File: config.mk
export PLATFORM = sky130hd
export DESIGN_NAME = sample_memory
export DESIGN_NICKNAME = d
export VERILOG_FILES = /design/src/logic/delay_pkg.sv /design/src/logic/sample_memory.sv
export SDC_FILE = /design/constraint.sdc
export NUM_CORES = 2
export LEC_CHECK = 0
export BUFFER_PORTS_ARGS = -buffer_cell sky130_fd_sc_hd__buf_2
export CAP_MARGIN = 25
export CORE_MARGIN = 1.5
export CORE_UTILIZATION = 45
export DETAILED_ROUTE_END_ITERATION = 8
export PLACE_DENSITY = 0.58
export RECOVER_POWER = 50
export SLEW_MARGIN = 15
export SYNTH_ARGS = -nofsm -noshare
export SYNTH_HDL_FRONTEND = slang
export SYNTH_SLANG_ARGS = --single-unit
File: constraint.sdc
create_clock -name clk -period 4.49 [get_ports clk]
set_input_delay 0.2245 -clock clk [delete_from_list [all_inputs] [get_ports clk]]
set_output_delay 0.2245 -clock clk [all_outputs]
set_load 0.01 [all_outputs]
File: src/logic/delay_pkg.sv
package delay_pkg;

	// Samples and channels.
	localparam int DATA_WIDTH   = 16;
	localparam int N_CHANNELS   = 4;
	localparam int HANDLE_WIDTH = 2;

	// Shared sample memory.
	localparam int MEM_DEPTH  = 256;
	localparam int ADDR_WIDTH = 8;

	// Delay in samples times 256, unsigned.
	localparam int DELAY_FRAC  = 8;
	localparam int DELAY_WIDTH = 24;

	// Gain is unsigned Q2.14, unity at 16384.
	localparam int GAIN_WIDTH = 16;
	localparam logic [GAIN_WIDTH-1:0] GAIN_STEP = 16'd64;
	localparam logic [GAIN_WIDTH-1:0] GAIN_MAX  = 16'd16384;
	localparam int GAIN_SHIFT = 14;

endpackage

File: src/logic/sample_memory.sv
module sample_memory (
	input  logic clk,
	input  logic write_en,
	input  logic [delay_pkg::ADDR_WIDTH-1:0] write_addr,
	input  logic [delay_pkg::DATA_WIDTH-1:0] write_data,
	input  logic read_req,
	input  logic [delay_pkg::ADDR_WIDTH-1:0] read_addr,
	output logic [delay_pkg::DATA_WIDTH-1:0] read_data,
	output logic read_valid,
	output logic write_ack
);

	logic [delay_pkg::DATA_WIDTH-1:0] mem [delay_pkg::MEM_DEPTH];

	always_ff @(posedge clk) begin
		if (write_en)
			mem[write_addr] <= write_data;
		if (read_req)
			read_data <= mem[read_addr];
	end

	// Responses one cycle after the request.
	always_ff @(posedge clk) begin
		read_valid <= read_req;
		write_ack  <= write_en;
	end

endmodule

Word level (Yosys, flattened, before mapping)
Memories as Yosys holds them, arrays and structs flattened. A register that Yosys moved wholly into a read port is not among the register bits.
Cells that the tools add are included.
{"block": "word_totals", "latchBits": 0, "n_memories": 1, "reg_bits": 2, "romBits": 0, "mem_bits_rw": 4096, "word_cells": 5, "output_inout_bits": 18, "in_bits": 35}
{"name": "mem", "depth": 256, "width": 16, "rd": 1, "rd_clocked_by_memory_dff": 1, "wr": 1, "line_no": "sample_memory.sv:13", "rtl": "logic [delay_pkg::DATA_WIDTH-1:0] mem [delay_pkg::MEM_DEPTH];"}
{"block": "op_classes", "div_mod_pow": 0, "n_eq_ne": 0, "shift": 0, "n_reduce_logical": 0, "n_bitwise": 0, "mux": 2, "addsub": 0, "n_mul": 0, "order_cmp": 0}
{"operator": "$mux 1", "n": 2}

Depth between registers and ports, before layout
{"block": "logic_depth", "word_depth": 2, "mapped_depth": 12, "mapped_depth_nobuf": 6}

Least setup slack after synthesis
Ideal clock, no wire load.
{"block": "synth_timing", "kind": "input to register", "start": "input port read_addr[0] (netlist name)", "end": "register read_data[4] (netlist name) (read register of mem) (data pin)", "setup_time_ns": 0.265, "n_path_buf": 3, "slack_ns": 2.017, "required_ns": 4.225, "arrival_ns": 2.208, "stages": 8, "cell_sequence": "buf_6 > buf_6 > buf_2 > mux4_2 > mux4_2 > a22o_1 > o32ai_2 > nor4_2"}
{"element": "from (decl)", "line_no": "sample_memory.sv:7", "rtl": "input logic [delay_pkg::ADDR_WIDTH-1:0] read_addr,"}
{"element": "to (decl)", "line_no": "sample_memory.sv:8", "rtl": "output logic [delay_pkg::DATA_WIDTH-1:0] read_data,"}

Worst setup path after layout
{"block": "layout_timing", "start": "input port write_data[12] (netlist name)", "end": "memory mem[61][12] (netlist name) (data pin)"}
{"element": "from (decl)", "line_no": "sample_memory.sv:5", "rtl": "input logic [delay_pkg::DATA_WIDTH-1:0] write_data,"}
{"element": "to (decl)", "line_no": "sample_memory.sv:13"}
No word-level cell before the write port.

==> flow_metrics.env <==
export IMPL_maxCapViolCount=32
export IMPL_grt_usage=0.245
export IMPL_r2r_slack_ns=1.26
export IMPL_die_x_um=597
export IMPL_finalSetupViolations=0
export IMPL_ff2ff_path_depth=6
export IMPL_relSlewSlack=-1.70
export IMPL_netlist_area_sq_um=159000
export IMPL_io_buffers=52
export IMPL_crit_type="input pin to register"
export IMPL_syn_nets=7397
export IMPL_synth_ff_type="edfxtp_1"
export IMPL_cts_tree="built"
export IMPL_fmax_ghz=0.275
export IMPL_p_clk_frac=0.424
export IMPL_ys_types=52
export IMPL_die_area_sq_um=357000
export IMPL_drc=0
export IMPL_critPathCaptureType="register"
export IMPL_hp_class="input pin to register"
export IMPL_r2r_start="mem[3][8]"
export IMPL_syn_avg_cell_area_sq_um=21.6
export IMPL_fin_util=0.516
export IMPL_synth_seq_area_share=0.777
export IMPL_dp_hpwl_mm=268
export IMPL_crit_fanout=119
export IMPL_vias_per_cell=6.13
export IMPL_ir_worst_vdd_uv=328
export IMPL_area_growth_pct=14.3
export IMPL_grt_max_degree=139
export IMPL_hold_depth=4
export IMPL_ios=53
export IMPL_antenna_found_initial=41
export IMPL_tightest_slew_ns=4.05
export IMPL_min_period_ns=3.63
export IMPL_critical_path_required_ns=5.08
export IMPL_internal_power_mw=63.4
export IMPL_ys_warn_count=0
export IMPL_wire_per_inst_um=33.6
export IMPL_core_sq_um=352000
export IMPL_nets=8034
export IMPL_synth_edf_count=4112
export IMPL_place_ws_ns=0.357
export IMPL_clk_latency_ns=1.01
export IMPL_violations="capacitance limit, slew limit"
export IMPL_p_leak_nw=57.6
export IMPL_die_y_um=597
export IMPL_rows=218
export IMPL_pwr_density_cell_nw_per_um2=445
export IMPL_via_count=80397
export IMPL_h_tree_depth=5
export IMPL_gr_total_overflow=0
export IMPL_worstSetupStartpointType="input pin"
export IMPL_p_sw_frac=0.216
export IMPL_final_hold_viol_count=0
export IMPL_start_util=0.451
export IMPL_period_share=0.809
export IMPL_final_setup_worst_slack_ns=0.856
export IMPL_place_gp_congestion=0.883
export IMPL_p_total_mw=80.8
export IMPL_rr_endpoint="read_data[8]"
export IMPL_hold_start="write_addr[5]"
export IMPL_status="finished with violations"
export IMPL_cts_buffers_inserted=422
export IMPL_cts_resized=0
export IMPL_syn_instance_count=7362
export IMPL_clock_skew_ns=0.0470
export IMPL_clock_sinks=4114
export IMPL_drtIter0Drc=9828
export IMPL_timing_final_max_slew_violations=2220
export IMPL_seq_power_share=0.525
export IMPL_root_buffer="clkbuf_16"
export IMPL_synth_seq_cells=4114
export IMPL_combPwrFrac=0.051
export IMPL_layout_drive_gt1_share=0.262
export IMPL_whs_ns=0.0738
export IMPL_clk_path_buf_depth=4
export IMPL_wirelength_mm=441
export IMPL_clkTransAtPathRegs_ns=0.06
export IMPL_rsz0062_at_grt="no"
export IMPL_synthArstFlopShare=0
export IMPL_arrival_ns=4.22
export IMPL_grt_pass1_wl_mm=616
export IMPL_min_to="mem[55][15]"
export IMPL_setup_tns_ns=0
export IMPL_p_switching_mw=17.5
export IMPL_drtPass1Iterations=6
export IMPL_grt_pass1_vias=78978
export IMPL_antenna_left=0
==> state kept, by name, indices dropped and copies added (netlist names) <==
name        cells
mem          4096
read_data      16
read_valid      1
write_ack       1
==> layer usage <==
metal / vias up / GRT usage / wire length, um
li1: 32672 / - / -
met1: 43325 / 0.348 / 178000
met2: 3740 / 0.390 / 210000
met3: 654 / 0.0423 / 37300
met4: 6 / 0.0746 / 14400
met5: - / 0 / 36
==> synthesized netlist by cell type (28+ instances only) <==
library cell / count / area share
edfxtp_1: 4112 / 0.78
clkbuf_1: 230 / 0.0054
a22oi_1: 43 / 0.0020
o22ai_1: 148 / 0.0058
o221ai_1: 252 / 0.014
nand2_1: 38 / 0.00090
mux4_2: 797 / 0.11
o21ai_0: 37 / 0.0012
a21oi_1: 175 / 0.0055
nand3_1: 35 / 0.0011
nor2_1: 304 / 0.0072
buf_6: 77 / 0.0055
buf_2: 76 / 0.0024
a22o_1: 32 / 0.0018
mux2_2: 88 / 0.0062
nor3_1: 92 / 0.0029
a221oi_1: 28 / 0.0015
mux2i_1: 565 / 0.036
==> layout by cell type, fill, tap and decap left out, drive strengths merged, types with 3 or more instances in the layout <==
master / Yosys / final
edfxtp: 4112 / 4112
mux4: 797 / 797
clkbuf: 230 / 587
buf: 222 / 573
mux2i: 565 / 565
nor2: 304 / 304
o221ai: 253 / 253
clkinv: 0 / 200
a21oi: 175 / 175
o22ai: 148 / 148
nor3: 92 / 92
mux2: 88 / 88
a22oi: 43 / 43
nand2: 38 / 38
o21ai: 38 / 38
bufinv: 0 / 37
nand3: 35 / 35
a22o: 32 / 32
a221oi: 28 / 28
nand4: 26 / 26
o32ai: 21 / 21
clkinvlp: 0 / 19
dlygate4sd3: 0 / 19
diode: 0 / 18
a211oi: 18 / 18
nor4: 18 / 18
o31ai: 16 / 16
inv: 4 / 15
and3: 11 / 11
nor2b: 9 / 9
a2111oi: 6 / 6
a31oi: 6 / 6
or2: 5 / 5
nand4b: 3 / 3
nand2b: 3 / 3
==> how the worst max path moves through the flow <==
stage,start,endpoint,slack (ns),depth (start not counted)
after floorplan,read_addr[0],read_data[4],2.02,8
after global placement,read_addr[0],read_data[7],0.27,10
after global routing,write_data[10],mem[192][10],0.68,2
final,write_data[12],mem[61][12],0.86,3
after detailed placement,read_addr[0],read_data[8],0.36,9
after CTS,mem[2][8],read_data[8],1.16,6
==> power by group through the flow <==
stage                     logic [mW]  registers [mW]  clock network [mW]
after floorplan                 2.09            43.2                   0
after global placement          4.10            43.2                   0
after detailed placement        4.16            43.2                   0
after CTS                       4.18            42.4                34.8
after global routing            4.31            42.4                36.2
final                           4.12            42.5                34.2
==> worst max-delay path, cell delays in order <==
cell and delay (ns):
dlygate4sd3_1 0.52, clkbuf_2 1.99, clkbuf_2 1.19
==> final cells by class <==
cell class | instances | area, sq um
clock buffer | 515 | 11000
sequential | 4114 | 124000
clock inverter | 267 | 2470
tap | 4730 | 5920
antenna | 18 | 45.0
timing repair buffer | 665 | 5590
inverter | 4 | 27.5
multi-input combinational | 2792 | 33000
fill | 27442 | 171000
==> what timing repair did <==
item                      4_1_cts  5_1_grt
hold buffers                   19        0
setup buffers                   0        0
hold endpoints to repair     1454        0
==> per-stage QoR <==
stage / cell area (sq um) / cells
finish: 182000 / 13105
global route: 182000 / 13092
CTS: 182000 / 13085
detailed placement: 168000 / 12284
global placement: 168000 / 12278
floorplan: 159000 / 7362
==> kinds of logic after synthesis <==
logic type,after synthesis,synth area share
flops,4114,0.777
buf+inv,456,0.0169
simple gates,556,0.0157
mux,1450,0.155
compound gates,786,0.0353
Note: power is estimated with default switching activity, not from simulation.
