## config.mk

```make
export PLATFORM = sky130hd
export DESIGN_NAME = command_dispatch
export DESIGN_NICKNAME = d
export VERILOG_FILES = /design/src/logic/delay_pkg.sv /design/src/logic/command_dispatch.sv
export SDC_FILE = /design/constraint.sdc
export NUM_CORES = 1
export LEC_CHECK = 0
export CORE_AREA = 2 2 132 134
export CTS_CLUSTER_SIZE = 16
export DETAILED_ROUTE_END_ITERATION = 6
export DIE_AREA = 0 0 134 136
export DONT_BUFFER_PORTS = 1
export PLACE_DENSITY_LB_ADDON = 0.08
export SYNTH_ARGS = -nofsm -noshare
export SYNTH_HDL_FRONTEND = slang
export SYNTH_SLANG_ARGS = --single-unit
```

## constraint.sdc

```tcl
create_clock -name clk -period 13.6 [get_ports clk]
set_input_delay 2.04 -clock clk [delete_from_list [all_inputs] [get_ports clk]]
set_output_delay 2.04 -clock clk [all_outputs]
set_load 0.02 [all_outputs]
```

## src/logic/delay_pkg.sv

```systemverilog
package delay_pkg;

	// Samples and channels.
	localparam int DATA_WIDTH   = 16;
	localparam int N_CHANNELS   = 4;
	localparam int HANDLE_WIDTH = 2;

	// Shared sample memory.
	localparam int MEM_DEPTH  = 256;
	localparam int ADDR_WIDTH = 8;

	// Delay in samples times 256, unsigned.
	localparam int DELAY_FRAC  = 8;
	localparam int DELAY_WIDTH = 24;

	// Gain is unsigned Q2.14, unity at 16384.
	localparam int GAIN_WIDTH = 16;
	localparam logic [GAIN_WIDTH-1:0] GAIN_STEP = 16'd64;
	localparam logic [GAIN_WIDTH-1:0] GAIN_MAX  = 16'd16384;
	localparam int GAIN_SHIFT = 14;

endpackage

```

## src/logic/command_dispatch.sv

```systemverilog
module command_dispatch (
	input  logic clk,
	input  logic reset,
	input  logic enable,
	input  logic alloc_req,
	input  logic [delay_pkg::ADDR_WIDTH-1:0] alloc_size,
	input  logic [delay_pkg::DELAY_WIDTH-1:0] alloc_delay,
	input  logic write_req,
	input  logic [delay_pkg::HANDLE_WIDTH-1:0] write_handle,
	input  logic signed [delay_pkg::DATA_WIDTH-1:0] write_data,
	input  logic signed [delay_pkg::DATA_WIDTH-1:0] write_inc,
	output logic write_ack,
	output logic write_done,
	output logic invalid_alloc,
	output logic invalid_write,
	output logic [delay_pkg::N_CHANNELS-1:0] chan_init,
	output logic [delay_pkg::N_CHANNELS-1:0] chan_write,
	output logic [delay_pkg::ADDR_WIDTH-1:0] init_addr,
	output logic [delay_pkg::ADDR_WIDTH-1:0] init_size,
	output logic [delay_pkg::DELAY_WIDTH-1:0] init_delay,
	output logic signed [delay_pkg::DATA_WIDTH-1:0] data_in,
	output logic signed [delay_pkg::DATA_WIDTH-1:0] delay_inc,
	input  logic [delay_pkg::N_CHANNELS-1:0] chan_ready,
	input  logic [delay_pkg::N_CHANNELS-1:0] chan_write_done,
	input  logic [delay_pkg::N_CHANNELS-1:0] chan_mem_read_req,
	input  logic [delay_pkg::N_CHANNELS-1:0] chan_mem_write_req,
	input  logic [delay_pkg::ADDR_WIDTH-1:0] chan_mem_read_addr [delay_pkg::N_CHANNELS],
	input  logic [delay_pkg::ADDR_WIDTH-1:0] chan_mem_write_addr [delay_pkg::N_CHANNELS],
	input  logic signed [delay_pkg::DATA_WIDTH-1:0] chan_mem_data_out [delay_pkg::N_CHANNELS],
	output logic mem_write_en,
	output logic [delay_pkg::ADDR_WIDTH-1:0] mem_write_addr,
	output logic [delay_pkg::DATA_WIDTH-1:0] mem_write_data,
	output logic mem_read_req,
	output logic [delay_pkg::ADDR_WIDTH-1:0] mem_read_addr,
	output logic [delay_pkg::HANDLE_WIDTH:0] alloc_count
);

	logic [delay_pkg::ADDR_WIDTH:0] alloc_base;
	logic [delay_pkg::ADDR_WIDTH:0] alloc_end;
	logic alloc_ok;
	logic write_ok;

	logic writing;
	logic dispatched;
	logic [delay_pkg::HANDLE_WIDTH-1:0] handle_q;

	logic fwd_write;
	logic fwd_read;
	logic fwd_write_d;
	logic fwd_read_d;

	assign alloc_end = alloc_base + {1'b0, alloc_size};
	assign alloc_ok  = (alloc_count < delay_pkg::N_CHANNELS) && (alloc_size != '0)
		&& (alloc_end <= delay_pkg::MEM_DEPTH);
	assign write_ok  = ({1'b0, write_handle} < alloc_count);

	assign fwd_write  = dispatched && chan_mem_write_req[handle_q];
	assign fwd_read   = dispatched && chan_mem_read_req[handle_q];
	assign write_done = dispatched && chan_write_done[handle_q];

	always_ff @(posedge clk) begin
		if (reset) begin
			alloc_count   <= '0;
			alloc_base    <= '0;
			chan_init     <= '0;
			chan_write    <= '0;
			write_ack     <= 1'b0;
			invalid_alloc <= 1'b0;
			invalid_write <= 1'b0;
			writing       <= 1'b0;
			dispatched    <= 1'b0;
			fwd_write_d   <= 1'b0;
			fwd_read_d    <= 1'b0;
			mem_write_en  <= 1'b0;
			mem_read_req  <= 1'b0;
		end else if (enable) begin
			chan_init     <= '0;
			chan_write    <= '0;
			write_ack     <= 1'b0;
			invalid_alloc <= 1'b0;
			invalid_write <= 1'b0;

			if (alloc_req) begin
				if (alloc_ok) begin
					chan_init[alloc_count[delay_pkg::HANDLE_WIDTH-1:0]] <= 1'b1;
					init_addr   <= alloc_base[delay_pkg::ADDR_WIDTH-1:0];
					init_size   <= alloc_size;
					init_delay  <= alloc_delay;
					alloc_base  <= alloc_end;
					alloc_count <= alloc_count + 1'b1;
				end else begin
					invalid_alloc <= 1'b1;
				end
			end

			// One write at a time. A held request waits here for back-pressure.
			if (!writing) begin
				if (write_req) begin
					if (write_ok) begin
						write_ack <= 1'b1;
						writing   <= 1'b1;
						handle_q  <= write_handle;
						data_in   <= write_data;
						delay_inc <= write_inc;
						if (chan_ready[write_handle]) begin
							chan_write[write_handle] <= 1'b1;
							dispatched <= 1'b1;
						end
					end else begin
						invalid_write <= 1'b1;
					end
				end
			end else if (!dispatched) begin
				if (chan_ready[handle_q]) begin
					chan_write[handle_q] <= 1'b1;
					dispatched <= 1'b1;
				end
			end else if (chan_write_done[handle_q]) begin
				writing    <= 1'b0;
				dispatched <= 1'b0;
			end

			// Channel requests stay high until answered, so pass on the rising edge only.
			fwd_write_d  <= fwd_write;
			fwd_read_d   <= fwd_read;
			mem_write_en <= fwd_write && !fwd_write_d;
			mem_read_req <= fwd_read && !fwd_read_d;
		end
	end

	always_ff @(posedge clk) begin
		if (enable) begin
			mem_write_addr <= chan_mem_write_addr[handle_q];
			mem_write_data <= chan_mem_data_out[handle_q];
			mem_read_addr  <= chan_mem_read_addr[handle_q];
		end
	end

endmodule

```

# Word-level counts from Yosys, hierarchy flattened
# Cells that the tools add are included.
# W data, S select, Z words.
[op_classes] add_sub_neg=2 magnitude_cmp=10 n_mux=50 bitwise_logic=3 reduce_logical=20
[ops] operator="$bmux W16 S2" n=1
[ops] operator="$bmux W8 S2" n=2
[ops] operator="$mux W16" n=2
[ops] operator="$mux W4" n=8
[ops] operator="$mux W8" n=4
[ops] operator="$mux W1" n=25
[ops] operator="$bmux W1 S2" n=5
[ops] operator="$logic_and A1 B1 Y1" n=10
[ops] operator="$add A9 B8 Y9" n=1
[ops] operator="$le A9 B9 Y1 const B" n=1
[ops] operator="$lt A2 B3 Y1 const B" n=3
[ops] operator="$reduce_and A4 Y1" n=2
[ops] operator="$reduce_bool A8 Y1" n=1
[ops] operator="$demux W1 S2" n=3
[ops] operator="$ge A2 B1 Y1 const B" n=3
[ops] operator="$reduce_bool A2 Y1" n=3
[ops] operator="$reduce_and A5 Y1" n=1
[ops] operator="$add A3 B1 Y3 const B" n=1
[ops] operator="$ge A3 B3 Y1 const B" n=1
[ops] operator="$lt A2 B3 Y1" n=1
[ops] operator="$lt A3 B3 Y1 const B" n=1
[ops] operator="$not A2 Y3" n=1
[ops] operator="$reduce_and A3 Y1" n=1
[ops] operator="$logic_not A1 Y1" n=2
[ops] operator="$not A1 Y1" n=2
[totals] ff_bits=135 inputBits=215 output_inout_bits=121 wordCells=107

# Longest topological paths before layout
[logic_depth] ltp_word=8 ltp_mapped=10 ltp_nobuf=9

# Worst setup path before layout
# Ideal clock, no wire load.
[synth_timing] kind="input port to flip-flop" start="input port alloc_size[0] in the netlist's numbering" end="register init_addr[0] in the netlist's numbering (enable)" t_arrival_ns=6.901 required_ns=13.113 slack_ns=6.212 cell_stages=8 path_buffers=0 cell_sequence="ha_1 > fa_1 > a21o_1 > a221oi_2 > xnor2_1 > or4_4 > o31a_1 > nor3_1"
[synth_between] elab_chain_len=4
[synth_lines] element="start: declaration" line_no="command_dispatch.sv:6" source="input logic [delay_pkg::ADDR_WIDTH-1:0] alloc_size,"
[synth_lines] element="$add A9 B8 Y9 or $reduce_bool A8 Y1 (tied branches)" line_no="command_dispatch.sv:52, command_dispatch.sv:53"
[synth_lines] element="$le A9 B9 Y1 or $logic_and A1 B1 Y1 (tied branches)" line_no="command_dispatch.sv:54, command_dispatch.sv:53"
[synth_lines] element="$logic_and A1 B1 Y1 (*)" line_no="command_dispatch.sv:54" source="&& (alloc_end <= delay_pkg::MEM_DEPTH);"
[synth_lines] element="$reduce_and A4 Y1 (no source line) (*)"
[synth_lines] element="end signal: assignment" line_no="command_dispatch.sv:86" source="init_addr <= alloc_base[delay_pkg::ADDR_WIDTH-1:0];"
[synth_lines] element="end: declaration" line_no="command_dispatch.sv:18" source="output logic [delay_pkg::ADDR_WIDTH-1:0] init_addr,"
# Mark *: on every way between the ends. The rest lies on a longest branch, timed or not.
# A chain may end at the register's enable or synchronous reset.

# Worst setup path in the final report
[layout_timing] start="input port chan_write_done[3] in the netlist's numbering" end="output port write_done"
[layout_between] elab_chain_len=3
[layout_lines] element="start: declaration" line_no="command_dispatch.sv:24" source="input logic [delay_pkg::N_CHANNELS-1:0] chan_write_done,"
[layout_lines] element="$bmux W1 S2" line_no="command_dispatch.sv:59" source="assign write_done = dispatched && chan_write_done[handle_q];"
[layout_lines] element="$mux W1 (not written as such)" line_no="command_dispatch.sv:59"
[layout_lines] element="$logic_and A1 B1 Y1" line_no="command_dispatch.sv:59"
[layout_lines] element="end: declaration" line_no="command_dispatch.sv:13" source="output logic write_done,"
# No other way between the ends. The select of a mux whose other input is x is not followed.

==> flow_metrics.env <==
export IMPL_status="completed"
export IMPL_dr_pass1_iters=4
export IMPL_syn_to_final_growth_pct=14.1
export IMPL_synth_main_ff_cell="edfxtp_1"
export IMPL_syn_cell_area_sq_um=5770
export IMPL_fp_row_count=48
export IMPL_crit_type="primary input to primary output"
export IMPL_ff2ff_path_depth=9
export IMPL_ir_drop_uv=79.8
export IMPL_cts_root_buffer="clkbuf_16"
export IMPL_start_util_pct=34.2
export IMPL_drv_cap=0
export IMPL_period_share_pct=35.8
export IMPL_yosysSeqAreaShare_pct=65.2
export IMPL_fin_worst_skew_ns=0.0104
export IMPL_hold_viol=0
export IMPL_cts_max_level=4
export IMPL_grt_pass1_vias=3391
export IMPL_rsz0062_at_grt="no"
export IMPL_hp_class="flop to flop"
export IMPL_synth_edff_count=106
export IMPL_cts_tree="built"
export IMPL_fin_ws_ns=8.74
export IMPL_dpl_cell_count=569
export IMPL_clock_sinks=135
export IMPL_synth_top_area_cell="edfxtp_1"
export IMPL_drc=0
export IMPL_worstHoldPathCells=1
export IMPL_ios=336
export IMPL_report_final_slew_viol_count=0
export IMPL_coreArea_sq_um=16900
export IMPL_hpwl_mm=12.2
export IMPL_ys_ff_latch=135
export IMPL_clk_latency_ns=0.42
export IMPL_die_area_sq_um=18200
export IMPL_yosysMostFrequentCell="edfxtp_1"
export IMPL_crit_path_top_delay_cell="mux4_2"
export IMPL_postSynthCellCount=358
export IMPL_portBuffers=0
export IMPL_worst_ep_arrival_time_ns=2.82
export IMPL_avgSynthCellArea_sq_um=16.1
export IMPL_grt_pass1_wl_mm=22.7
export IMPL_final_core_util_pct=39.0
export IMPL_post_cts_buffers=0
export IMPL_ys_warn_count=0
export IMPL_antenna_found_initial=10
export IMPL_clk_pin_slew_ns=0.07
export IMPL_vias_per_cell=5.45
export IMPL_drive_above_1_share_pct=22.6
export IMPL_critPathLaunchType="primary input"
export IMPL_cpPeakStageDelay_ns=0.50
export IMPL_num_nets_final=592
export IMPL_worst_setup_path_end_kind="primary output"
export IMPL_gp_congestion=0.929
export IMPL_stdcell_count=604
export IMPL_fmax_mhz=206
export IMPL_cp_required_ns=11.56
export IMPL_grt_usage_pct=17.3
export IMPL_synth_common_cells="edfxtp_1 (106), mux4_2 (35), dfxtp_1 (29)"
export IMPL_setup_violations=0
export IMPL_via_count=3289
export IMPL_numCtsBuffers=17
export IMPL_synth_cell_type_count=44
export IMPL_synthArstFlopShare_pct=0
export IMPL_die_w_um=134
export IMPL_worst_pin_slew_ns=0.742
export IMPL_drtAntennaViolNets=0
export IMPL_critical_path_top_delay_family="multiplexers"
export IMPL_layout_min_cycle_time_ns=4.86
export IMPL_fin_setup_tns_ns=0
export IMPL_syn_nets=587
export IMPL_holdBufCountCts=0
export IMPL_drtIter0Drc=194
export IMPL_postRouteWirelength_mm=15.7
export IMPL_synth_area_leaders="edfxtp_1 (55%), mux4_2 (14%), dfxtp_1 (10%)"
export IMPL_cp_depth=2
export IMPL_cp_max_fo=2
export IMPL_synth_top_area_share_pct=55.2
export IMPL_p_leak_uw=0.00214
export IMPL_wl_per_cell_um=26.0
export IMPL_p_per_area_nw_per_um2=148
export IMPL_cts_buffer_depth=2
export IMPL_crit_chain="mux4_2 > and2_1"
export IMPL_fp_dieH_um=136
export IMPL_crit_buf_inv=0
export IMPL_post_place_ws_ns=8.33
export IMPL_grt_max_degree=58
export IMPL_cts_resized=0
export IMPL_relSlewSlack_pct=50.6
export IMPL_overflow=0
[per-stage QoR]
step	hold slack (ns)	total power (uW)	cell area (sq um)
after floorplan	0.419	539	5770
after global placement	0.433	552	6010
after detailed placement	0.443	552	6010
after CTS	0.447	988	6570
after global routing	0.489	1010	6580
final	0.444	975	6580
[per-layer routing]
metal / vias to the layer above / wire length, um / GRT usage (%)
met5: - / 79 / 0
met4: 12 / 283 / 6.86
met3: 31 / 2070 / 10.6
met2: 224 / 6800 / 24.6
met1: 1585 / 6490 / 21.1
li1: 1437 / - / -
[state kept, by name, summed over array words and instances, names as in the netlist, 2 cells and up]
register / cells
alloc_count: 3
mem_write_addr: 8
alloc_base: 9
mem_write_data: 16
delay_inc: 16
init_size: 8
chan_write: 4
init_delay: 24
mem_read_addr: 8
chan_init: 4
handle_q: 2
data_in: 16
init_addr: 8
[cell type report]
type	count	area [sq um]
tap	225	282
sequential	135	3760
clock buffer	17	425
timing repair buffer	4	30.0
fill	1550	10300
clock inverter	15	134
antenna	3	7.51
multi-input combinational	195	1900
inverter	10	37.5
[path summary, 6_finish.rpt]
| kind | from | endpoint | slack [ns] |
|---|---|---|---|
| setup / recovery | chan_write_done[3] | write_done | 8.74 |
| hold / removal | fwd_write_d$_SDFFE_PP0P_ | mem_write_en$_SDFFE_PP0P_ | 0.44 |
| setup reg to reg | alloc_base[0]$_SDFFE_PP0P_ | init_delay[10]$_DFFE_PP_ | 10.02 |
| hold reg to reg | fwd_write_d$_SDFFE_PP0P_ | mem_write_en$_SDFFE_PP0P_ | 0.44 |
[power by group]
| part | total, uW | switching, uW | internal (uW) |
|---|---|---|---|
| clock network | 433 | 191 | 241 |
| registers | 489 | 25.1 | 464 |
| logic | 54.0 | 28.8 | 25.1 |
[placed cells by master (no fill, tap or decap), types with 12 or more instances in the layout]
cell / netlist / routed
nand2b_1: 12 / 12
a21oi_1: 26 / 26
nand2_1: 17 / 17
mux4_2: 35 / 35
o21ai_0: 15 / 15
nand3_1: 13 / 13
dfxtp_1: 29 / 29
edfxtp_1: 106 / 106
ha_1: 13 / 13
clkbuf_16: 0 / 17
[cells by family (layout without fill, tap and decap cells)]
kind of cell | count (synthesis) | after routing | synth area share, %
buf+inv | 28 | 46 | 1.99
simple gates | 70 | 70 | 6.79
flops | 135 | 135 | 65.2
compound gates | 64 | 64 | 7.18
mux | 41 | 41 | 14.7
fa+ha+maj | 14 | 14 | 3.17
other cells | 0 | 3 | 0
xor+xnor | 6 | 6 | 0.911
No activity file was read; power rests on OpenSTA's default activity.
