==> src/logic/delay_pkg.sv <==
package delay_pkg;

	// Samples and channels.
	localparam int DATA_WIDTH   = 16;
	localparam int N_CHANNELS   = 4;
	localparam int HANDLE_WIDTH = 2;

	// Shared sample memory.
	localparam int MEM_DEPTH  = 256;
	localparam int ADDR_WIDTH = 8;

	// Delay in samples times 256, unsigned.
	localparam int DELAY_FRAC  = 8;
	localparam int DELAY_WIDTH = 24;

	// Gain is unsigned Q2.14, unity at 16384.
	localparam int GAIN_WIDTH = 16;
	localparam logic [GAIN_WIDTH-1:0] GAIN_STEP = 16'd64;
	localparam logic [GAIN_WIDTH-1:0] GAIN_MAX  = 16'd16384;
	localparam int GAIN_SHIFT = 14;

endpackage

==> src/logic/gain_output.sv <==
module gain_output (
	input  logic clk,
	input  logic reset,
	input  logic enable,
	input  logic read_req,
	input  logic [delay_pkg::HANDLE_WIDTH-1:0] read_handle,
	input  logic [delay_pkg::HANDLE_WIDTH:0] alloc_count,
	input  logic signed [delay_pkg::DATA_WIDTH-1:0] chan_data [delay_pkg::N_CHANNELS],
	input  logic [delay_pkg::N_CHANNELS-1:0] chan_data_valid,
	input  logic [delay_pkg::GAIN_WIDTH-1:0] chan_gain [delay_pkg::N_CHANNELS],
	output logic signed [delay_pkg::DATA_WIDTH-1:0] read_data,
	output logic read_valid,
	output logic invalid_read
);

	logic pending;
	logic captured;
	logic [delay_pkg::HANDLE_WIDTH-1:0] handle_q;
	logic [delay_pkg::HANDLE_WIDTH-1:0] sel;

	logic signed [delay_pkg::DATA_WIDTH-1:0] sample;
	logic [delay_pkg::GAIN_WIDTH-1:0] sample_gain;
	logic signed [delay_pkg::DATA_WIDTH+delay_pkg::GAIN_WIDTH:0] product;

	assign sel     = pending ? handle_q : read_handle;
	assign product = sample * $signed({1'b0, sample_gain});

	always_ff @(posedge clk) begin
		if (reset) begin
			pending      <= 1'b0;
			captured     <= 1'b0;
			read_valid   <= 1'b0;
			invalid_read <= 1'b0;
		end else if (enable) begin
			read_valid   <= 1'b0;
			invalid_read <= 1'b0;
			if (captured) begin
				read_data  <= delay_pkg::DATA_WIDTH'(product >>> delay_pkg::GAIN_SHIFT);
				read_valid <= 1'b1;
				captured   <= 1'b0;
				pending    <= 1'b0;
			end else if (pending || read_req) begin
				if (!pending && ({1'b0, read_handle} >= alloc_count)) begin
					invalid_read <= 1'b1;
				end else begin
					pending  <= 1'b1;
					handle_q <= sel;
					// Wait out a write in progress on this channel.
					if (chan_data_valid[sel]) begin
						sample      <= chan_data[sel];
						sample_gain <= chan_gain[sel];
						captured    <= 1'b1;
					end
				end
			end
		end
	end

endmodule

==> config.mk <==
export PLATFORM = sky130hd
export DESIGN_NAME = gain_output
export DESIGN_NICKNAME = d
export VERILOG_FILES = /design/src/logic/delay_pkg.sv /design/src/logic/gain_output.sv
export SDC_FILE = /design/constraint.sdc
export NUM_CORES = 1
export LEC_CHECK = 0
export BUFFER_PORTS_ARGS = -buffer_cell sky130_fd_sc_hd__buf_2
export CORE_UTILIZATION = 60
export DETAILED_ROUTE_END_ITERATION = 12
export PLACE_DENSITY = 0.83
export SYNTH_ARGS = -nofsm -noshare
export SYNTH_HDL_FRONTEND = slang
export SYNTH_SLANG_ARGS = --single-unit
==> constraint.sdc <==
create_clock -name clk -period 9.6 [get_ports clk]
set_input_delay 0.96 -clock clk [delete_from_list [all_inputs] [get_ports clk]]
set_output_delay 0.96 -clock clk [all_outputs]
set_load 0.02 [all_outputs]
# Word-level counts from Yosys, hierarchy flattened
# Index checks and enable logic that the tools add are counted.
# word_totals
reg_bits,54
inputBits,141
out_inout_bits,18
wordCells,45
# classes
multipliers,1
order_cmp,3
n_eq_ne,1
mux,20
bitwise,4
reduce_logical,8
# ops
op,n
16-bit binary-select mux with 2-bit select,2
16-bit two-way mux,4
16-bit by 17-bit multiplier with 30-bit output,1
1-bit two-way mux,12
3-bit AND reduction,2
6-bit AND reduction,1
5-bit AND reduction,1
2-bit by 3-bit >= comparator with 1-bit output,1
3-bit >= comparator (second input constant),1
2-bit by 3-bit < comparator with 1-bit output (second input constant),1
1-bit NOT,3
2-bit NOT with 3-bit output,1
1-bit binary-select mux with 2-bit select,1
2-bit two-way mux,1
2-bit inequality test (second input constant),1
2-bit nonzero test,1
1-bit logical AND,1
1-bit zero test,1
1-bit logical OR,1

# Longest topological paths before layout
# Gate-level depths: netlist of run 1.
# logic_depth
depth_word,7
mapped_depth,22
ltp_nobuf,20

# Worst setup path before layout of run 1
# No wires, ideal clock.
# synth_timing
path_type,register -> register
from,reg sample[7] (netlist name)
to,"reg read_data[12] (netlist name), data pin"
setup_time_ps,260
t_arrival_ps,5442
required_time_ps,9340
setup_slack_ps,3898
path_stages_with_launch,23
n_path_buf,2
cell_sequence,edfxtp_1 clkbuf_1 nand2_1 fa_1 inv_1 fa_1 inv_1 fa_1 inv_1 fa_1 fa_1 inv_1 fa_1 inv_1 ha_1 buf_2 a21oi_2 o21ai_0 a211oi_2 o21ai_1 a41o_1 a31oi_1 xnor2_1
# synth_via
elab_chain_len,1
# synth_lines
item,line,source
"start, declared",gain_output.sv:21,logic signed [delay_pkg::DATA_WIDTH-1:0] sample;
"start signal, assigned",gain_output.sv:50,sample <= chan_data[sel];
16-bit by 17-bit multiplier with 30-bit output,gain_output.sv:26,"assign product = sample * $signed({1'b0, sample_gain});"
"via product, one bit",gain_output.sv:23,logic signed [delay_pkg::DATA_WIDTH+delay_pkg::GAIN_WIDTH:0] product;
"end signal, assigned",gain_output.sv:38,read_data <= delay_pkg::DATA_WIDTH'(product >>> delay_pkg::GAIN_SHIFT);
"end, declared",gain_output.sv:11,"output logic signed [delay_pkg::DATA_WIDTH-1:0] read_data,"
# The timed path passes the listed nets, and every way through them passes these cells.
# A chain may end at the register's enable or synchronous reset.

# Final worst setup path of run 1
# layout_timing
from,reg sample[11] (netlist name)
to,"reg read_data[12] (netlist name), data pin"
# The elaborated chain is that of the path after synthesis.

==> flow_metrics.py, run 1 <==
metrics = {
    "min_path": {
        "hold_depth": 2,
        "worstHoldPathType": "register to register",
    },
    "critical_path": {
        "end_kind": "register",
        "worstPathCellList": "nand2_1, fa_1, inv_1, fa_1, fa_1, fa_1, fa_1, inv_1, fa_1, inv_1, ha_1, a21oi_1, o21ai_0, a211oi_2, o21ai_1, a41o_1, a31oi_1, xnor2_1",
        "cpMostUsedCell": "fa_1",
        "crit_buf_inv": 3,
        "cp-start-kind": "register",
        "path_max_fanout": 16,
        "crit_type": "register to register",
        "cp.depth": 18,
        "cpPeakStageDelay_ps": 860,
        "ff2ff_path_depth": 18,
        "path_delay_family": "adder cells",
        "slowest_stage": "edfxtp_1",
        "critPathArrivalTime_ps": 6350,
        "cp.required_ps": 9650,
    },
    "place": {
        "place_congestion": 0.9016,
        "io_buffer_count": 158,
        "hpwl_mm": 22.07,
    },
    "die": {
        "die_w_um": 137.3,
        "rows": 49,
        "initial_utilization_pct": 61.11,
        "coreArea_mm2": 0.01796,
        "die_area_mm2": 0.01884,
        "io_pins": 159,
        "dieHeight_um": 137.3,
    },
    "timing": {
        "worst_pin_slew_ps": 779.4,
        "hold_viol_final": 0,
        "max_slew_margin_pct": 48.04,
        "grt_setup_unrepaired": "no",
        "report.final.slew_viol_count": 0,
        "fmax_mhz": 158.7,
        "post-route-period-util_pct": 65.63,
        "finalSetupViolations": 0,
        "min_period_ps": 6300,
        "timing.setup.tns_ps": 0,
        "clock-skew-final_ps": 6.687,
    },
    "clock_network": {
        "insertion_delay_ps": 300,
        "cts-buffers-inserted": 5,
        "cts-root-buf": "clkbuf_16",
        "hold_buffers": 0,
        "htreeDepth": 2,
        "cts_tree": "built",
        "clkTransAtPathRegs_ps": 80,
        "cts.sink_count": 54,
        "cts_setup_buffers": 0,
        "cts_resized": 0,
        "cts_buffer_depth": 2,
    },
    "synthesis": {
        "synth-async-reset-ratio_pct": 0,
        "ys_top_cells_by_area": "fa_1 (35%), edfxtp_1 (14%), ha_1 (12%)",
        "syn_avg_cell_area_um2": 8.875,
        "syn_area_mm2": 0.01098,
        "synth-seq-cells": 54,
        "synth.top_cell.area_share_pct": 35.19,
        "post-synth-top-count-cell": "nand2_1",
        "yosys_warnings": 0,
        "yosysSeqAreaShare_pct": 14.41,
        "yosysTopAreaCell": "fa_1",
        "synth_cell_types": 48,
        "synth-edff-count": 50,
        "synth_ff_type": "edfxtp_1",
        "synthTopCellsByCount": "nand2_1 (259), inv_1 (235), fa_1 (193)",
        "syn-num-nets": 1674,
        "syn-instance-count": 1237,
    },
    "drt": {
        "wl_mm": 27.63,
        "postRouteAntennaNets": 0,
        "drt_iter0_drc": 573,
        "drc": 0,
        "via_per_inst": 5.625,
        "num_vias": 8898,
        "drt-pass1-iter-count": 5,
        "wl_per_cell_um": 17.46,
    },
    "grt": {
        "first_global_vias": 9481,
        "grt_pass1_wl_mm": 45.13,
        "grt_use_total_pct": 31.77,
        "antenna_found_initial": 1,
        "grt_start_max_net_pins": 67,
        "grt_overflow": 0,
    },
    "power": {
        "vdd.ir_drop.worst_mv": 0.2115,
        "p_total_w": 0.002671,
        "powerDensity_mw_per_mm2": 221.3,
        "p_leak_nw": 6.211,
    },
    "final_layout": {
        "syn_to_final_growth_pct": 9.916,
        "num-nets-final": 1788,
        "drive_gt1_share_pct": 13.39,
    },
    "status": {
        "status": "finished clean",
    },
    "flow_run": {
        "maxCapViolCount": 0,
    },
}
layer usage:
metal  up-vias  GRT usage, %  wire (um)  part of all wire, %
met2       455         55.86      14230                   51
met3       115         4.305       1978                  7.2
li1       4038             -          -                    -
met4         0         20.09       1688                  6.1
met5         -             0          0                    0
met1      4290         36.53       9736                   35
cells in the final DEF, fill, tap and decap left out, drive strengths merged, types with 2 or more instances in the layout:
master,count
o21ai,13
nor2,15
ha,103
nor2b,2
bufinv,2
inv,234
o21bai,3
fa,193
and2,125
nand4,7
edfxtp,50
a211oi,5
o2111ai,2
o21a,2
a21o,9
clkinv,3
o211ai,3
clkbuf,5
and3,32
a21oi,24
a31oi,36
dfxtp,4
nand2b,11
a211o,2
nor3,7
nand3,7
xor2,6
xnor2,14
nand2,259
buf,163
where the power goes:
part	leakage, nW	internal (W)	switching [W]
clock network	0.0915	0.000149	0.0000892
logic	5.64	0.000845	0.00121
registers	0.485	0.000360	0.0000226
total	6.21	0.00135	0.00132
final cells by class:
type                       count  area [um^2]
multi-input combinational    891         8293
tap                          229        286.5
timing repair buffer         163        828.3
antenna                        1        2.502
sequential                    54         1582
inverter                     236        885.9
clock buffer                   5        125.1
fill                        1392         5897
clock inverter                 3        63.81
sequential cells by signal (all words and copies together), names as in the netlist:
| register | cells |
|---|---|
| read_valid | 1 |
| sample_gain | 16 |
| sample | 16 |
| invalid_read | 1 |
| pending | 1 |
| captured | 1 |
| handle_q | 2 |
| read_data | 16 |
through the flow:
| step | hold slack, ps | utilization, % | worst slack [ps] | cell area (um^2) | cells |
|---|---|---|---|---|---|
| after floorplan | 450.3 | - | 3898 | 10980 | 1237 |
| after global placement | 447.1 | 66.11 | 3496 | 11880 | 1573 |
| after detailed placement | 454.0 | 66.11 | 3411 | 11880 | 1573 |
| after CTS | 466.5 | 67.16 | 3338 | 12060 | 1581 |
| after global routing | 516.6 | 67.17 | 3039 | 12070 | 1582 |
| final | 466.1 | 67.17 | 3300 | 12070 | 1582 |
path summary, 6_finish.rpt:
| kind | start | endpoint | slack, ps |
|---|---|---|---|
| worst max-delay path | sample[11]$_DFFE_PP_ | read_data[12]$_DFFE_PP_ | 3300 |
| worst min register to register | invalid_read$_SDFFE_PP0P_ | invalid_read$_SDFFE_PP0P_ | 470 |
| worst min-delay path | invalid_read$_SDFFE_PP0P_ | invalid_read$_SDFFE_PP0P_ | 470 |
| worst max register to register | sample[11]$_DFFE_PP_ | read_data[12]$_DFFE_PP_ | 3300 |
worst register-to-register path: stages (launching register included):
cell and delay (ps):
edfxtp_1 860, nand2_1 200, fa_1 640, inv_1 90, fa_1 550, fa_1 430, fa_1 460, fa_1 490
inv_1 50, fa_1 470, inv_1 40, ha_1 330, a21oi_1 230, o21ai_0 150, a211oi_2 360, o21ai_1 170
a41o_1 280, a31oi_1 190, xnor2_1 80
kinds of logic (layout without fill, tap and decap cells):
family	count (synthesis)	count (layout)	share of synthesized area [%]
other cells	0	1	0
mux	2	2	0.2963
flops	54	54	14.41
buf+inv	292	407	10.10
simple gates	468	468	20.30
fa+ha+maj	296	296	46.93
xor+xnor	20	20	1.596
compound gates	105	105	6.371
Power figures use the tool's default switching activity.
==> run 2, diff against run 1 <==
==> constraint.sdc (replaced) <==
create_clock -name clk -period 6.1 [get_ports clk]
set_input_delay 0.61 -clock clk [delete_from_list [all_inputs] [get_ports clk]]
set_output_delay 0.61 -clock clk [all_outputs]
set_load 0.02 [all_outputs]
==> flow_metrics.py, run 2 (synthesis gave the netlist of run 1 again) <==
metrics = {
    "status": {
        "status": "finished clean",
    },
    "critical_path": {
        "cp-start-kind": "register",
        "cpMostUsedCell": "fa_1",
        "crit-reg2reg-launch": "sample[5]$_DFFE_PP_",
        "crit_buf_inv": 4,
        "worstPathCellList": "and2_1, fa_1, inv_1, fa_1, fa_1, inv_1, fa_1, fa_1, inv_1, fa_1, inv_1, ha_1, a21oi_2, o21ai_1, a211oi_2, o21ai_2, a41o_1, a31oi_2, xnor2_1",
        "cp.required_ps": 6160,
        "end_kind": "register",
        "cpPeakStageDelay_ps": 560,
        "regToRegEndpoint": "read_data[12]$_DFFE_PP_",
        "path_max_fanout": 11,
        "crit_type": "register to register",
        "critPathArrivalTime_ps": 6030,
        "slowest_stage": "edfxtp_1",
        "path_delay_family": "adder cells",
        "r2r_setup_slack_ps": 130,
        "ff2ff_path_depth": 19,
    },
    "timing": {
        "clock-skew-final_ps": 7.044,
        "min_period_ps": 5974,
        "post-route-period-util_pct": 97.93,
        "worst_pin_slew_ps": 735.2,
        "fmax_mhz": 167.4,
        "report.final.slew_viol_count": 0,
        "grt_setup_unrepaired": "yes",
        "max_slew_margin_pct": 50.93,
        "fin_ws_ps": 126.4,
        "whs_ps": 464.2,
        "hold_viol_final": 0,
        "finalSetupViolations": 0,
    },
    "clock_network": {
        "htreeDepth": 2,
        "cts-root-buf": "clkbuf_16",
        "cts_tree": "built",
        "cts-buffers-inserted": 5,
        "cts.sink_count": 54,
        "cts_buffer_depth": 2,
        "hold_buffers": 0,
        "clkTransAtPathRegs_ps": 70,
        "insertion_delay_ps": 310,
    },
    "die": {
        "die_w_um": 137.3,
        "io_pins": 159,
        "initial_utilization_pct": 61.11,
        "dieHeight_um": 137.3,
        "die_area_mm2": 0.01884,
        "rows": 49,
        "coreArea_mm2": 0.01796,
    },
    "drt": {
        "num_vias": 9309,
        "postRouteAntennaNets": 0,
        "wl_per_cell_um": 17.42,
        "wl_mm": 28.94,
        "drc": 0,
        "drt-pass1-iter-count": 5,
        "drt_iter0_drc": 669,
        "via_per_inst": 5.604,
    },
    "power": {
        "vdd.ir_drop.worst_mv": 0.4332,
        "p_clk_share_pct": 7.7,
        "p_sw_w": 0.002143,
        "combPwrFrac_pct": 78.8,
        "p_leak_nw": 6.583,
        "powerDensity_mw_per_mm2": 341.8,
        "internal_power_w": 0.002194,
        "p_total_w": 0.004337,
        "seqPwrFrac_pct": 13.5,
        "p_sw_share_pct": 49.41,
    },
    "place": {
        "hpwl_mm": 23.20,
        "dpl_cell_area_mm2": 0.01212,
        "place_congestion": 0.9166,
        "place_ws_ps": 18.80,
        "io_buffer_count": 158,
    },
    "grt": {
        "first_global_vias": 9349,
        "grt_overflow": 0,
        "grt_pass1_wl_mm": 44.46,
        "grt_use_total_pct": 31.34,
        "grt_start_max_net_pins": 67,
        "antenna_found_initial": 1,
    },
    "final_layout": {
        "mostFrequentLayoutCell": "nand2_1",
        "final_area_mm2": 0.01269,
        "syn_to_final_growth_pct": 15.59,
        "num-nets-final": 1867,
        "drive_gt1_share_pct": 19.15,
        "largestRegisters": "read_data: 16 flops, sample: 16 flops, sample_gain: 16 flops",
        "final_cell_mix": "nand2_1 (259), inv_1 (234), fa_1 (193)",
    },
    "min_path": {
        "worstHoldPathType": "register to register",
        "hp-start": "invalid_read$_SDFFE_PP0P_",
        "hold_depth": 2,
        "holdPathEnd": "invalid_read$_SDFFE_PP0P_",
    },
    "flow_run": {
        "maxCapViolCount": 0,
    },
}
-- run 2: changes by cell type in the layout (fill, tap and decap cells not counted), sizes merged --
cell    change
buf        +77
clkinv      +1
clkbuf      +2
bufinv      -1
-- run 2: worst max path at each step --
stage                     depth (start not counted)                 from                       to  slack (ps)
after floorplan                                  22  sample[7]$_DFFE_PP_  read_data[12]$_DFFE_PP_         400
after detailed placement                         18  sample[1]$_DFFE_PP_  read_data[12]$_DFFE_PP_          20
after global routing                             20  sample[4]$_DFFE_PP_   read_data[8]$_DFFE_PP_         -50
after global placement                           18  sample[1]$_DFFE_PP_  read_data[12]$_DFFE_PP_         190
final                                            19  sample[5]$_DFFE_PP_  read_data[12]$_DFFE_PP_         130
after CTS                                        18  sample[1]$_DFFE_PP_  read_data[12]$_DFFE_PP_          10
-- run 2: layout make-up --
cell class	instances	area [um^2]
Clock buffer	5	125.1
Timing Repair Buffer	242	1416
Sequential cell	54	1582
Inverter	236	885.9
Clock inverter	3	40.04
Tap cell	229	286.5
Multi-Input combinational cell	891	8352
Antenna cell	1	2.502
Fill cell	1285	5274
-- run 2: power by group through the flow --
| stage | sequential, W | clock (W) | combinational [W] |
|---|---|---|---|
| after CTS | 0.000591 | 0.000336 | 0.00324 |
| final | 0.000585 | 0.000334 | 0.00342 |
| after global routing | 0.000586 | 0.000345 | 0.00384 |
| after floorplan | 0.000596 | 0 | 0.00246 |
| after global placement | 0.000598 | 0 | 0.00311 |
| after detailed placement | 0.000599 | 0 | 0.00320 |
-- run 2: worst reg2reg max path: stages (launching register included) --
cell and delay [ps]:
edfxtp_1 560, and2_1 270, fa_1 510, inv_1 50
fa_1 450, fa_1 520, inv_1 60, fa_1 480
fa_1 480, inv_1 50, fa_1 540, inv_1 60
ha_1 340, a21oi_2 180, o21ai_1 120, a211oi_2 350
o21ai_2 130, a41o_1 280, a31oi_2 220, xnor2_1 80
-- run 2: metrics by stage --
stage / TNS [ps] / instances / util [%]
2_1_floorplan: 0 / 1237 / -
3_3_place_gp: 0 / 1605 / 67.44
3_5_place_dp: 0 / 1605 / 67.44
4_1_cts: 0 / 1613 / 68.36
5_1_grt: -118.2 / 1661 / 70.64
6_report: 0 / 1661 / 70.64
-- run 2: routing by layer --
metal	vias to the layer above	routed length [um]	GRT usage (%)
li1	4197	-	-
met1	4519	10650	36.88
met2	469	14790	55.64
met3	124	1859	3.127
met4	0	1638	18.38
met5	-	0	0
-- run 2: what timing repair did --
item | 4_1_cts | 5_1_grt
setup endpoints to repair | 0 | 8
resized for setup | 0 | 15
setup buffers | 0 | 47
